## src/hw/gsm_pkg.sv

```systemverilog
/* shared-memory switch tile definitions
   sizes, cell and address types, egress read states */
package gsm_pkg;

	// --------------------
	// tile sizes
	localparam int NUM_PORTS = 4;                  // ingress and egress ports
	localparam int CELL_W    = 32;                 // one cell = one word
	localparam int NUM_CELLS = 16;                 // shared buffer depth
	localparam int ADDR_W    = $clog2(NUM_CELLS);  // cell address width
	localparam int PORT_W    = $clog2(NUM_PORTS);  // port index width
	localparam int CNT_W     = ADDR_W + 1;         // occupancy 0..NUM_CELLS
	localparam int REF_W     = $clog2(NUM_PORTS + 1); // copies 0..NUM_PORTS

	// --------------------
	// cell and address types
	typedef logic [NUM_PORTS-1:0] port_mask_t;  // one bit per egress port
	typedef logic [CELL_W-1:0]    cell_t;       // mask sits in the low bits
	typedef logic [ADDR_W-1:0]    cell_addr_t;
	typedef logic [PORT_W-1:0]    port_idx_t;

	// egress read machine
	typedef enum logic {
		EG_IDLE, // pick a queue
		EG_READ  // wait for the buffer answer
	} eg_state_t;

endpackage
```

## src/hw/gsm_if.sv

```systemverilog
/* cell write and read channels between ingress mux, cell buffer
   and egress scheduler */

// --------------------
// cell write, ingress mux -> buffer
interface cell_wr_if import gsm_pkg::*; ();
	logic       wr_valid; // cell offered
	logic       wr_ready; // free address available
	cell_t      wr_cell;
	port_mask_t wr_mask;  // destination egress ports

	modport source (
		output wr_valid,
		output wr_cell,
		output wr_mask,
		input  wr_ready
	);

	modport sink (
		input  wr_valid,
		input  wr_cell,
		input  wr_mask,
		output wr_ready
	);
endinterface

// --------------------
// queue reads, scheduler -> buffer
interface cell_rd_if import gsm_pkg::*; ();
	port_mask_t q_nonempty; // one bit per egress queue
	logic       rd_req;     // pop head of queue rd_port
	port_idx_t  rd_port;
	cell_t      rd_cell;    // valid with rd_ack
	logic       rd_ack;     // one cycle after rd_req

	modport master (
		input  q_nonempty,
		output rd_req,
		output rd_port,
		input  rd_cell,
		input  rd_ack
	);

	modport sink (
		output q_nonempty,
		input  rd_req,
		input  rd_port,
		output rd_cell,
		output rd_ack
	);
endinterface

```

## src/hw/gsm_tile.sv

```systemverilog
/* shared-memory switch tile, 4 ingress and 4 egress ports around
   one shared cell buffer */
module gsm_tile import gsm_pkg::*; (
	input  logic                  i_clk_320M,
	input  logic                  i_rst,

	// ingress ports
	input  logic [NUM_PORTS-1:0]  i_in_valid,
	output logic [NUM_PORTS-1:0]  o_in_ready,
	input  cell_t [NUM_PORTS-1:0] i_in_data,

	// egress ports
	output logic [NUM_PORTS-1:0]  o_eg_valid,
	input  logic [NUM_PORTS-1:0]  i_eg_ready,
	output cell_t [NUM_PORTS-1:0] o_eg_data
);

	// --------------------
	// internal channels
	cell_wr_if u_wr_if ();  // mux -> buffer
	cell_rd_if u_rd_if ();  // scheduler <-> buffer

	// producer
	ingress_mux u_ingress_mux (
		.i_clk_320M (i_clk_320M),
		.i_rst      (i_rst),
		.i_in_valid (i_in_valid),
		.o_in_ready (o_in_ready),
		.i_in_data  (i_in_data),
		.wr         (u_wr_if.source)
	);

	// shared buffer
	cell_buffer u_cell_buffer (
		.i_clk_320M (i_clk_320M),
		.i_rst      (i_rst),
		.wr         (u_wr_if.sink),
		.rd         (u_rd_if.sink)
	);

	// consumer
	egress_sched u_egress_sched (
		.i_clk_320M (i_clk_320M),
		.i_rst      (i_rst),
		.rd         (u_rd_if.master),
		.o_eg_valid (o_eg_valid),
		.i_eg_ready (i_eg_ready),
		.o_eg_data  (o_eg_data)
	);

endmodule

```

## src/hw/egress_sched.sv

```systemverilog
/* egress scheduler, round-robin reads of the egress queues into
   one output register per port with valid/ready */
module egress_sched import gsm_pkg::*; (
	input  logic                  i_clk_320M,
	input  logic                  i_rst,

	// buffer reads
	cell_rd_if.master             rd,

	// egress ports
	output logic [NUM_PORTS-1:0]  o_eg_valid,
	input  logic [NUM_PORTS-1:0]  i_eg_ready,
	output cell_t [NUM_PORTS-1:0] o_eg_data
);

	eg_state_t            state;
	port_idx_t            rr_ptr;   // first port to look at
	port_idx_t            cur_port; // port of the read in flight
	port_idx_t            pick;
	logic                 pick_valid;
	logic [NUM_PORTS-1:0] eligible;

	// --------------------
	// port choice
	// output register free = empty or leaving this cycle
	assign eligible = rd.q_nonempty & (~o_eg_valid | i_eg_ready);

	always_comb begin
		port_idx_t idx;
		pick_valid = 1'b0;
		pick       = rr_ptr;
		// walk backwards so the nearest port to rr_ptr wins
		for (int k = NUM_PORTS - 1; k >= 0; k--) begin
			idx = rr_ptr + port_idx_t'(k);
			if (eligible[idx]) begin
				pick_valid = 1'b1;
				pick       = idx;
			end
		end
	end

	assign rd.rd_req  = (state == EG_IDLE) && pick_valid; // one read in flight at most
	assign rd.rd_port = pick;

	// --------------------
	// read FSM and output valids
	always_ff @(posedge i_clk_320M) begin
		if (i_rst) begin
			state      <= EG_IDLE;
			rr_ptr     <= '0;
			cur_port   <= '0;
			o_eg_valid <= '0;
		end else begin
			case (state)
				EG_IDLE: begin
					if (rd.rd_req) begin
						state    <= EG_READ;
						cur_port <= pick;
						rr_ptr   <= pick + 1'b1; // next search starts after it
					end
				end
				EG_READ: begin
					if (rd.rd_ack)
						state <= EG_IDLE;
				end
				default: state <= EG_IDLE;
			endcase
			for (int p = 0; p < NUM_PORTS; p++) begin
				if (rd.rd_ack && (cur_port == port_idx_t'(p)))
					o_eg_valid[p] <= 1'b1;      // register was freed when requested
				else if (i_eg_ready[p])
					o_eg_valid[p] <= 1'b0;      // transfer done
			end
		end
	end

	// output data held until the transfer
	always_ff @(posedge i_clk_320M) begin
		if (rd.rd_ack)
			o_eg_data[cur_port] <= rd.rd_cell;
	end

endmodule

```

## src/hw/cell_buffer.sv

```systemverilog
/* shared cell buffer, free pointer list, per-cell reference counts
   and one address queue per egress port */
module cell_buffer import gsm_pkg::*; (
	input  logic     i_clk_320M,
	input  logic     i_rst,
	cell_wr_if.sink  wr,
	cell_rd_if.sink  rd
);

	// --------------------
	// storage
	cell_t            cell_mem [NUM_CELLS];              // shared cell memory
	logic [REF_W-1:0] ref_cnt  [NUM_CELLS];              // copies still to read
	cell_addr_t       fl_mem   [NUM_CELLS];              // circular free list
	cell_addr_t       fl_rd;                             // next address to hand out
	cell_addr_t       fl_wr;                             // next slot for a freed address
	logic [CNT_W-1:0] fl_cnt;                            // free addresses
	cell_addr_t       q_mem    [NUM_PORTS][NUM_CELLS];   // egress address queues
	cell_addr_t       q_rd     [NUM_PORTS];
	cell_addr_t       q_wr     [NUM_PORTS];
	logic [CNT_W-1:0] q_cnt    [NUM_PORTS];             // never above NUM_CELLS

	logic             alloc;      // write that takes an address
	cell_addr_t       alloc_addr;
	cell_addr_t       head_addr;  // head of the queue being read
	logic             free_addr;  // last copy read
	port_mask_t       q_push;
	port_mask_t       q_pop;
	logic [REF_W-1:0] copies;

	// --------------------
	// write side
	assign wr.wr_ready = (fl_cnt != '0);
	// zero mask is accepted and dropped, no address used
	assign alloc       = wr.wr_valid && wr.wr_ready && (wr.wr_mask != '0);
	assign alloc_addr  = fl_mem[fl_rd];
	assign q_push      = alloc ? wr.wr_mask : '0;

	always_comb begin
		copies = '0;
		for (int p = 0; p < NUM_PORTS; p++)
			copies = copies + REF_W'(wr.wr_mask[p]); // one copy per set bit
	end

	// read side
	assign head_addr = q_mem[rd.rd_port][q_rd[rd.rd_port]];
	assign free_addr = rd.rd_req && (ref_cnt[head_addr] == REF_W'(1));

	always_comb begin
		for (int p = 0; p < NUM_PORTS; p++) begin
			q_pop[p]         = rd.rd_req && (rd.rd_port == port_idx_t'(p));
			rd.q_nonempty[p] = (q_cnt[p] != '0);
		end
	end

	// --------------------
	// payload, refcounts, queue entries
	// alloc_addr is free and head_addr is in use, so never the same cell
	always_ff @(posedge i_clk_320M) begin
		if (alloc) begin
			cell_mem[alloc_addr] <= wr.wr_cell;
			ref_cnt[alloc_addr]  <= copies;
		end
		if (rd.rd_req) begin
			ref_cnt[head_addr] <= ref_cnt[head_addr] - 1'b1; // same cycle as pop
			rd.rd_cell         <= cell_mem[head_addr];
		end
		for (int p = 0; p < NUM_PORTS; p++) begin
			if (q_push[p])
				q_mem[p][q_wr[p]] <= alloc_addr;
		end
	end

	// --------------------
	// pointers and counts
	always_ff @(posedge i_clk_320M) begin
		if (i_rst) begin
			fl_rd     <= '0;
			fl_wr     <= '0;                 // list full, wr wraps onto rd
			fl_cnt    <= CNT_W'(NUM_CELLS);
			rd.rd_ack <= 1'b0;
			for (int a = 0; a < NUM_CELLS; a++)
				fl_mem[a] <= cell_addr_t'(a); // every address free
			for (int p = 0; p < NUM_PORTS; p++) begin
				q_rd[p]  <= '0;
				q_wr[p]  <= '0;
				q_cnt[p] <= '0;
			end
		end else begin
			rd.rd_ack <= rd.rd_req; // answer exactly one cycle later
			if (alloc)
				fl_rd <= fl_rd + 1'b1;
			if (free_addr) begin
				fl_mem[fl_wr] <= head_addr; // back to the free list
				fl_wr         <= fl_wr + 1'b1;
			end
			fl_cnt <= fl_cnt + CNT_W'(free_addr) - CNT_W'(alloc);
			for (int p = 0; p < NUM_PORTS; p++) begin
				if (q_push[p])
					q_wr[p] <= q_wr[p] + 1'b1;
				if (q_pop[p])
					q_rd[p] <= q_rd[p] + 1'b1;
				q_cnt[p] <= q_cnt[p] + CNT_W'(q_push[p]) - CNT_W'(q_pop[p]);
			end
		end
	end

endmodule

```

## src/hw/ingress_mux.sv

```systemverilog
/* ingress mux, one capture register per port and a rotating one-hot
   selector offering one cell per cycle to the shared buffer */
module ingress_mux import gsm_pkg::*; (
	input  logic                 i_clk_320M,
	input  logic                 i_rst,

	// ingress ports
	input  logic [NUM_PORTS-1:0] i_in_valid,
	output logic [NUM_PORTS-1:0] o_in_ready,
	input  cell_t [NUM_PORTS-1:0] i_in_data,

	// towards the buffer
	cell_wr_if.source            wr
);

	logic [NUM_PORTS-1:0]  cap_valid; // capture register full
	cell_t [NUM_PORTS-1:0] cap_data;
	logic [NUM_PORTS-1:0]  sel;       // one-hot, current port
	logic [NUM_PORTS-1:0]  take;      // per-port ingress transfer
	logic [NUM_PORTS-1:0]  sent;      // per-port transfer to buffer
	logic                  wr_fire;
	cell_t                 sel_cell;

	// --------------------
	// capture registers
	assign o_in_ready = ~cap_valid; // one entry, ready while empty
	assign take       = i_in_valid & o_in_ready;
	assign wr_fire    = wr.wr_valid && wr.wr_ready;
	assign sent       = wr_fire ? sel : '0;

	always_ff @(posedge i_clk_320M) begin
		if (i_rst) begin
			cap_valid <= '0;
		end else begin
			for (int p = 0; p < NUM_PORTS; p++) begin
				if (take[p])
					cap_valid[p] <= 1'b1;
				else if (sent[p])
					cap_valid[p] <= 1'b0; // handed to the buffer
			end
		end
	end

	always_ff @(posedge i_clk_320M) begin
		for (int p = 0; p < NUM_PORTS; p++) begin
			if (take[p])
				cap_data[p] <= i_in_data[p];
		end
	end

	// --------------------
	// rotating selector
	// holds while an offer waits for wr_ready, otherwise moves on
	always_ff @(posedge i_clk_320M) begin
		if (i_rst)
			sel <= NUM_PORTS'(1); // start at port 0
		else if (!(wr.wr_valid && !wr.wr_ready))
			sel <= {sel[NUM_PORTS-2:0], sel[NUM_PORTS-1]};
	end

	// one-hot and-or mux
	always_comb begin
		sel_cell = '0;
		for (int p = 0; p < NUM_PORTS; p++) begin
			if (sel[p])
				sel_cell = sel_cell | cap_data[p];
		end
	end

	assign wr.wr_valid = |(sel & cap_valid);
	assign wr.wr_cell  = sel_cell;
	assign wr.wr_mask  = port_mask_t'(sel_cell[NUM_PORTS-1:0]); // routing mask in low bits

endmodule

```

## config.mk

```make
export PLATFORM = sky130hd
export DESIGN_NAME = gsm_tile
export DESIGN_NICKNAME = d
export VERILOG_FILES = /design/src/hw/gsm_pkg.sv /design/src/hw/gsm_if.sv /design/src/hw/gsm_tile.sv /design/src/hw/egress_sched.sv /design/src/hw/cell_buffer.sv /design/src/hw/ingress_mux.sv
export SDC_FILE = /design/constraint.sdc
export NUM_CORES = 1
export LEC_CHECK = 0
export BUFFER_PORTS_ARGS = -buffer_cell sky130_fd_sc_hd__buf_4
export CAP_MARGIN = 20
export CORE_MARGIN = 2
export CORE_UTILIZATION = 40
export DETAILED_ROUTE_END_ITERATION = 10
export PLACE_DENSITY = 0.63
export SYNTH_ARGS = -nofsm -noshare
export SYNTH_HDL_FRONTEND = slang
export SYNTH_SLANG_ARGS = --single-unit
```

## constraint.sdc

```tcl
create_clock -name i_clk_320M -period 10.2 [get_ports i_clk_320M]
set_input_delay 0.51 -clock i_clk_320M [delete_from_list [all_inputs] [get_ports i_clk_320M]]
set_output_delay 0.51 -clock i_clk_320M [all_outputs]
set_load 0.005 [all_outputs]
```

==> results.md <==
* Fin crit share at 87.8%
* Initial DRC Count at 3157
* Die width at 362 um
* Final setup vio count at 0
* Final Hold Vio Count at 0
* Ports at 274
* Register area at 0.0371 mm^2
* WHS at 0.117 ns
* Top FF cell, synth: edfxtp_1
* Post-route minimum period at 8.95 ns
* Worst Setup End Kind: flip-flop
* H-Tree Level Count at 4
* Netlist Area Pre-Place at 0.0513 mm^2
* Slowest stage cell, crit path: a222oi_1
* Syn_area_per_cell at 14.1 um^2
* IO buf count at 273
* Initial antenna violation count at 4
* Commonest non-fill, non-tap cell in the layout: edfxtp_1
* Post-Synthesis Cells at 3644
* Worst Reg-to-Reg Cells at 24
* Clock slew at reported path FFs at 0.06 ns
* Post-synthesis sequential area ratio at 72.4%
* Core area at 0.128 mm^2
* CP peak stage delay at 0.92 ns
* Multi-input gate area at 0.0131 mm^2
* Number of synthesized flops with an enable pin at 1200
* Count of final max-slew check failures at 0
* Rel. slew slack at 23.7%
* RSZ-0062 raised after global routing: false
* Die height at 362 um
* Hold path cells at 3
* Starting Density at 40.2%
* Worst slew pin tran at 1.14 ns
* Crit path cell chain: inv_1 -> ha_1 -> or4b_1 -> and2_1 -> a311oi_1 -> a211oi_4 -> inv_1 -> and3_1 -> or2_4 -> mux2_1 -> a222oi_1 -> a21o_4 -> a311oi_1 -> a21oi_1 -> mux2i_1 -> ha_1 -> and2_1 -> and2_1 -> ha_1 -> fa_1 -> a21oi_1 -> nor2_1 -> or3_1 -> a21o_1
* Drt pass-1 iters at 5
* DRC violations left at 0
* ANT nets after route at 0
* Total GRT Usage at 19.9%
* Pin count of the biggest net entering global routing at 191
* Via Count at 31600
* Final HPWL DP at 78300 um
* Clock Skew at 0.0368 ns
* Syn. warnings at 0
* Non-filler cells, final at 5792
* Crit-path max FO at 72
* Synth unique cells at 78
* Clk_lat worst skew at 0.80 ns
* Startpoint types: flip-flop
* Vias per cell at 5.45
* Die ar. at 0.131 mm^2
* Fmax at 112 MHz
* Hold/Removal Path Class: in -> reg
* # nets final at 4230
* Routed len/inst at 22.9 um
* First-pass GRT wire length at 197000 um
* FF+latch count, synth at 1255
* Post-CTS setup repair buffer count at 0
* Layout filler cell count at 10900
* Syn nets at 3852
* Placed insts at 5412
* Status: completed
* CTS Buf Count at 136
* Clock Path Buffers at 3
* WS Path Type: reg -> reg
* Vias in the first global route at 30900
* CTS sink cnt at 1255
* Number of max-cap violations at 0
* Area Growth Syn to Fin at 18.9%
* Fraction of layout cells with a size suffix above 1 at 16.1%
* Async SR Flop Fraction at 0%
* Final global-route overflow total at 0
* TritonCTS clock tree: yes
* Setup TNS Final at 0 ns
* Total wire length at 132000 um
* Reg2Reg Setup Slack at 1.25 ns
* GP Congestion at 0.899
* Family with the most delay on the worst path: compound AO/OA/AOI/OAI gates
* Final Util at 47.8%
* WP buf/inv at 2
* Cell row count at 131
* Crit path arrival time at 9.62 ns
* Root buf cell: clkbuf_16
* Most frequent cells in the layout: edfxtp_1 (1200), nand2_1 (721), buf_4 (332)
* CP required at 10.86 ns
* Worst path depth at 24
-- flip-flops by register name, summed over array words and instances (netlist names), 16 cells and up, named ones only --
name,cells
u_cell_buffer.rd.rd_cell,32
u_ingress_mux.cap_data,128
u_cell_buffer.cell_mem,512
u_cell_buffer.q_cnt,20
u_cell_buffer.q_wr,16
u_cell_buffer.fl_mem,64
u_cell_buffer.ref_cnt,48
u_egress_sched.o_eg_data,128
u_cell_buffer.q_mem,256
u_cell_buffer.q_rd,16
-- worst min-delay path: stages --
cell and delay, ns:
buf_4 0.08, nand2b_1 0.16, a21oi_1 0.09
-- final timing paths --
path | to | from
max | u_cell_buffer.fl_cnt[4]$_SDFF_PP1_ | u_cell_buffer.q_cnt[3][3]$_SDFF_PP0_
min | u_egress_sched.o_eg_valid[3]$_SDFFE_PP0P_ | i_eg_ready[3]
max reg2reg | u_cell_buffer.fl_cnt[4]$_SDFF_PP1_ | u_cell_buffer.q_cnt[3][3]$_SDFF_PP0_
min reg2reg | u_egress_sched.o_eg_data[14]$_DFFE_PP_ | u_cell_buffer.rd.rd_cell[14]$_DFFE_PP_
-- kinds of logic (layout without fill, tap and decap cells) --
family / count (synthesis) / count (layout) / share of synthesized area (%)
flops: 1255 / 1255 / 72.4
other cells: 0 / 1 / 0
fa+ha+maj: 70 / 70 / 1.79
buf+inv: 307 / 792 / 2.50
compound gates: 535 / 535 / 7.55
simple gates: 1271 / 1271 / 11.2
mux: 170 / 170 / 3.99
xor+xnor: 36 / 36 / 0.614
-- layer usage --
layer	track usage (%)	wire (um)	share of wire, %
met1	28.3	58500	44
met4	5.91	3240	2.4
met2	31.1	61600	46
met5	0	9	0.0068
met3	3.77	9180	6.9
-- stage by stage --
step                setup WS [ns]  instance area, um^2
floorplan                    3.31                51300
global placement             1.60                55200
detailed placement           1.44                55200
CTS                          1.40                61000
global route                0.603                61000
finish                       1.25                61000
-- cell usage after synthesis, types with 11 or more instances --
| cell | number | share of area (%) |
|---|---|---|
| edfxtp_1 | 1200 | 70 |
| a31oi_1 | 68 | 0.83 |
| and2_1 | 81 | 0.99 |
| and3_1 | 119 | 1.5 |
| mux2_2 | 61 | 1.3 |
| a22o_1 | 13 | 0.22 |
| buf_4 | 11 | 0.16 |
| buf_1 | 31 | 0.23 |
| nand2_1 | 722 | 5.3 |
| xor2_1 | 16 | 0.27 |
| a311oi_1 | 36 | 0.61 |
| nand3_1 | 103 | 1.0 |
| nor3_1 | 21 | 0.20 |
| clkbuf_1 | 146 | 1.1 |
| xnor2_1 | 20 | 0.34 |
| mux4_2 | 21 | 0.92 |
| nand2b_1 | 13 | 0.16 |
| nor2_1 | 122 | 0.89 |
| mux2i_1 | 84 | 1.6 |
| o22ai_1 | 21 | 0.26 |
| ha_1 | 64 | 1.6 |
| dfxtp_1 | 55 | 2.1 |
| nor2b_1 | 28 | 0.34 |
| buf_2 | 34 | 0.33 |
| a22oi_1 | 73 | 1.1 |
| a211oi_1 | 55 | 0.80 |
| o21ai_0 | 36 | 0.35 |
| o211ai_1 | 42 | 0.61 |
| nand4_1 | 18 | 0.22 |
| a21oi_1 | 83 | 0.81 |
| a311o_1 | 34 | 0.66 |
| inv_1 | 78 | 0.57 |
-- final cells by class --
cell class | count | share of cell area (%)
Inverter | 78 | 0.480
Timing Repair Buffer | 469 | 6.42
Sequential cell | 1255 | 60.9
Tap cell | 1662 | 3.41
Clock inverter | 78 | 1.38
Multi-Input combinational cell | 2082 | 21.5
Antenna cell | 1 | 0.00410
Clock buffer | 167 | 5.87
-- what timing repair did --
action | 4_1_cts | 5_1_grt
hold buffers | 132 | 0
hold endpoints to repair | 132 | 0
setup endpoints to repair | 0 | 0
gates resized for setup | 0 | 0
Power is left out: the tool's default activity adds up to more than one toggle a clock period on the data nets, which glitch-free logic cannot reach.
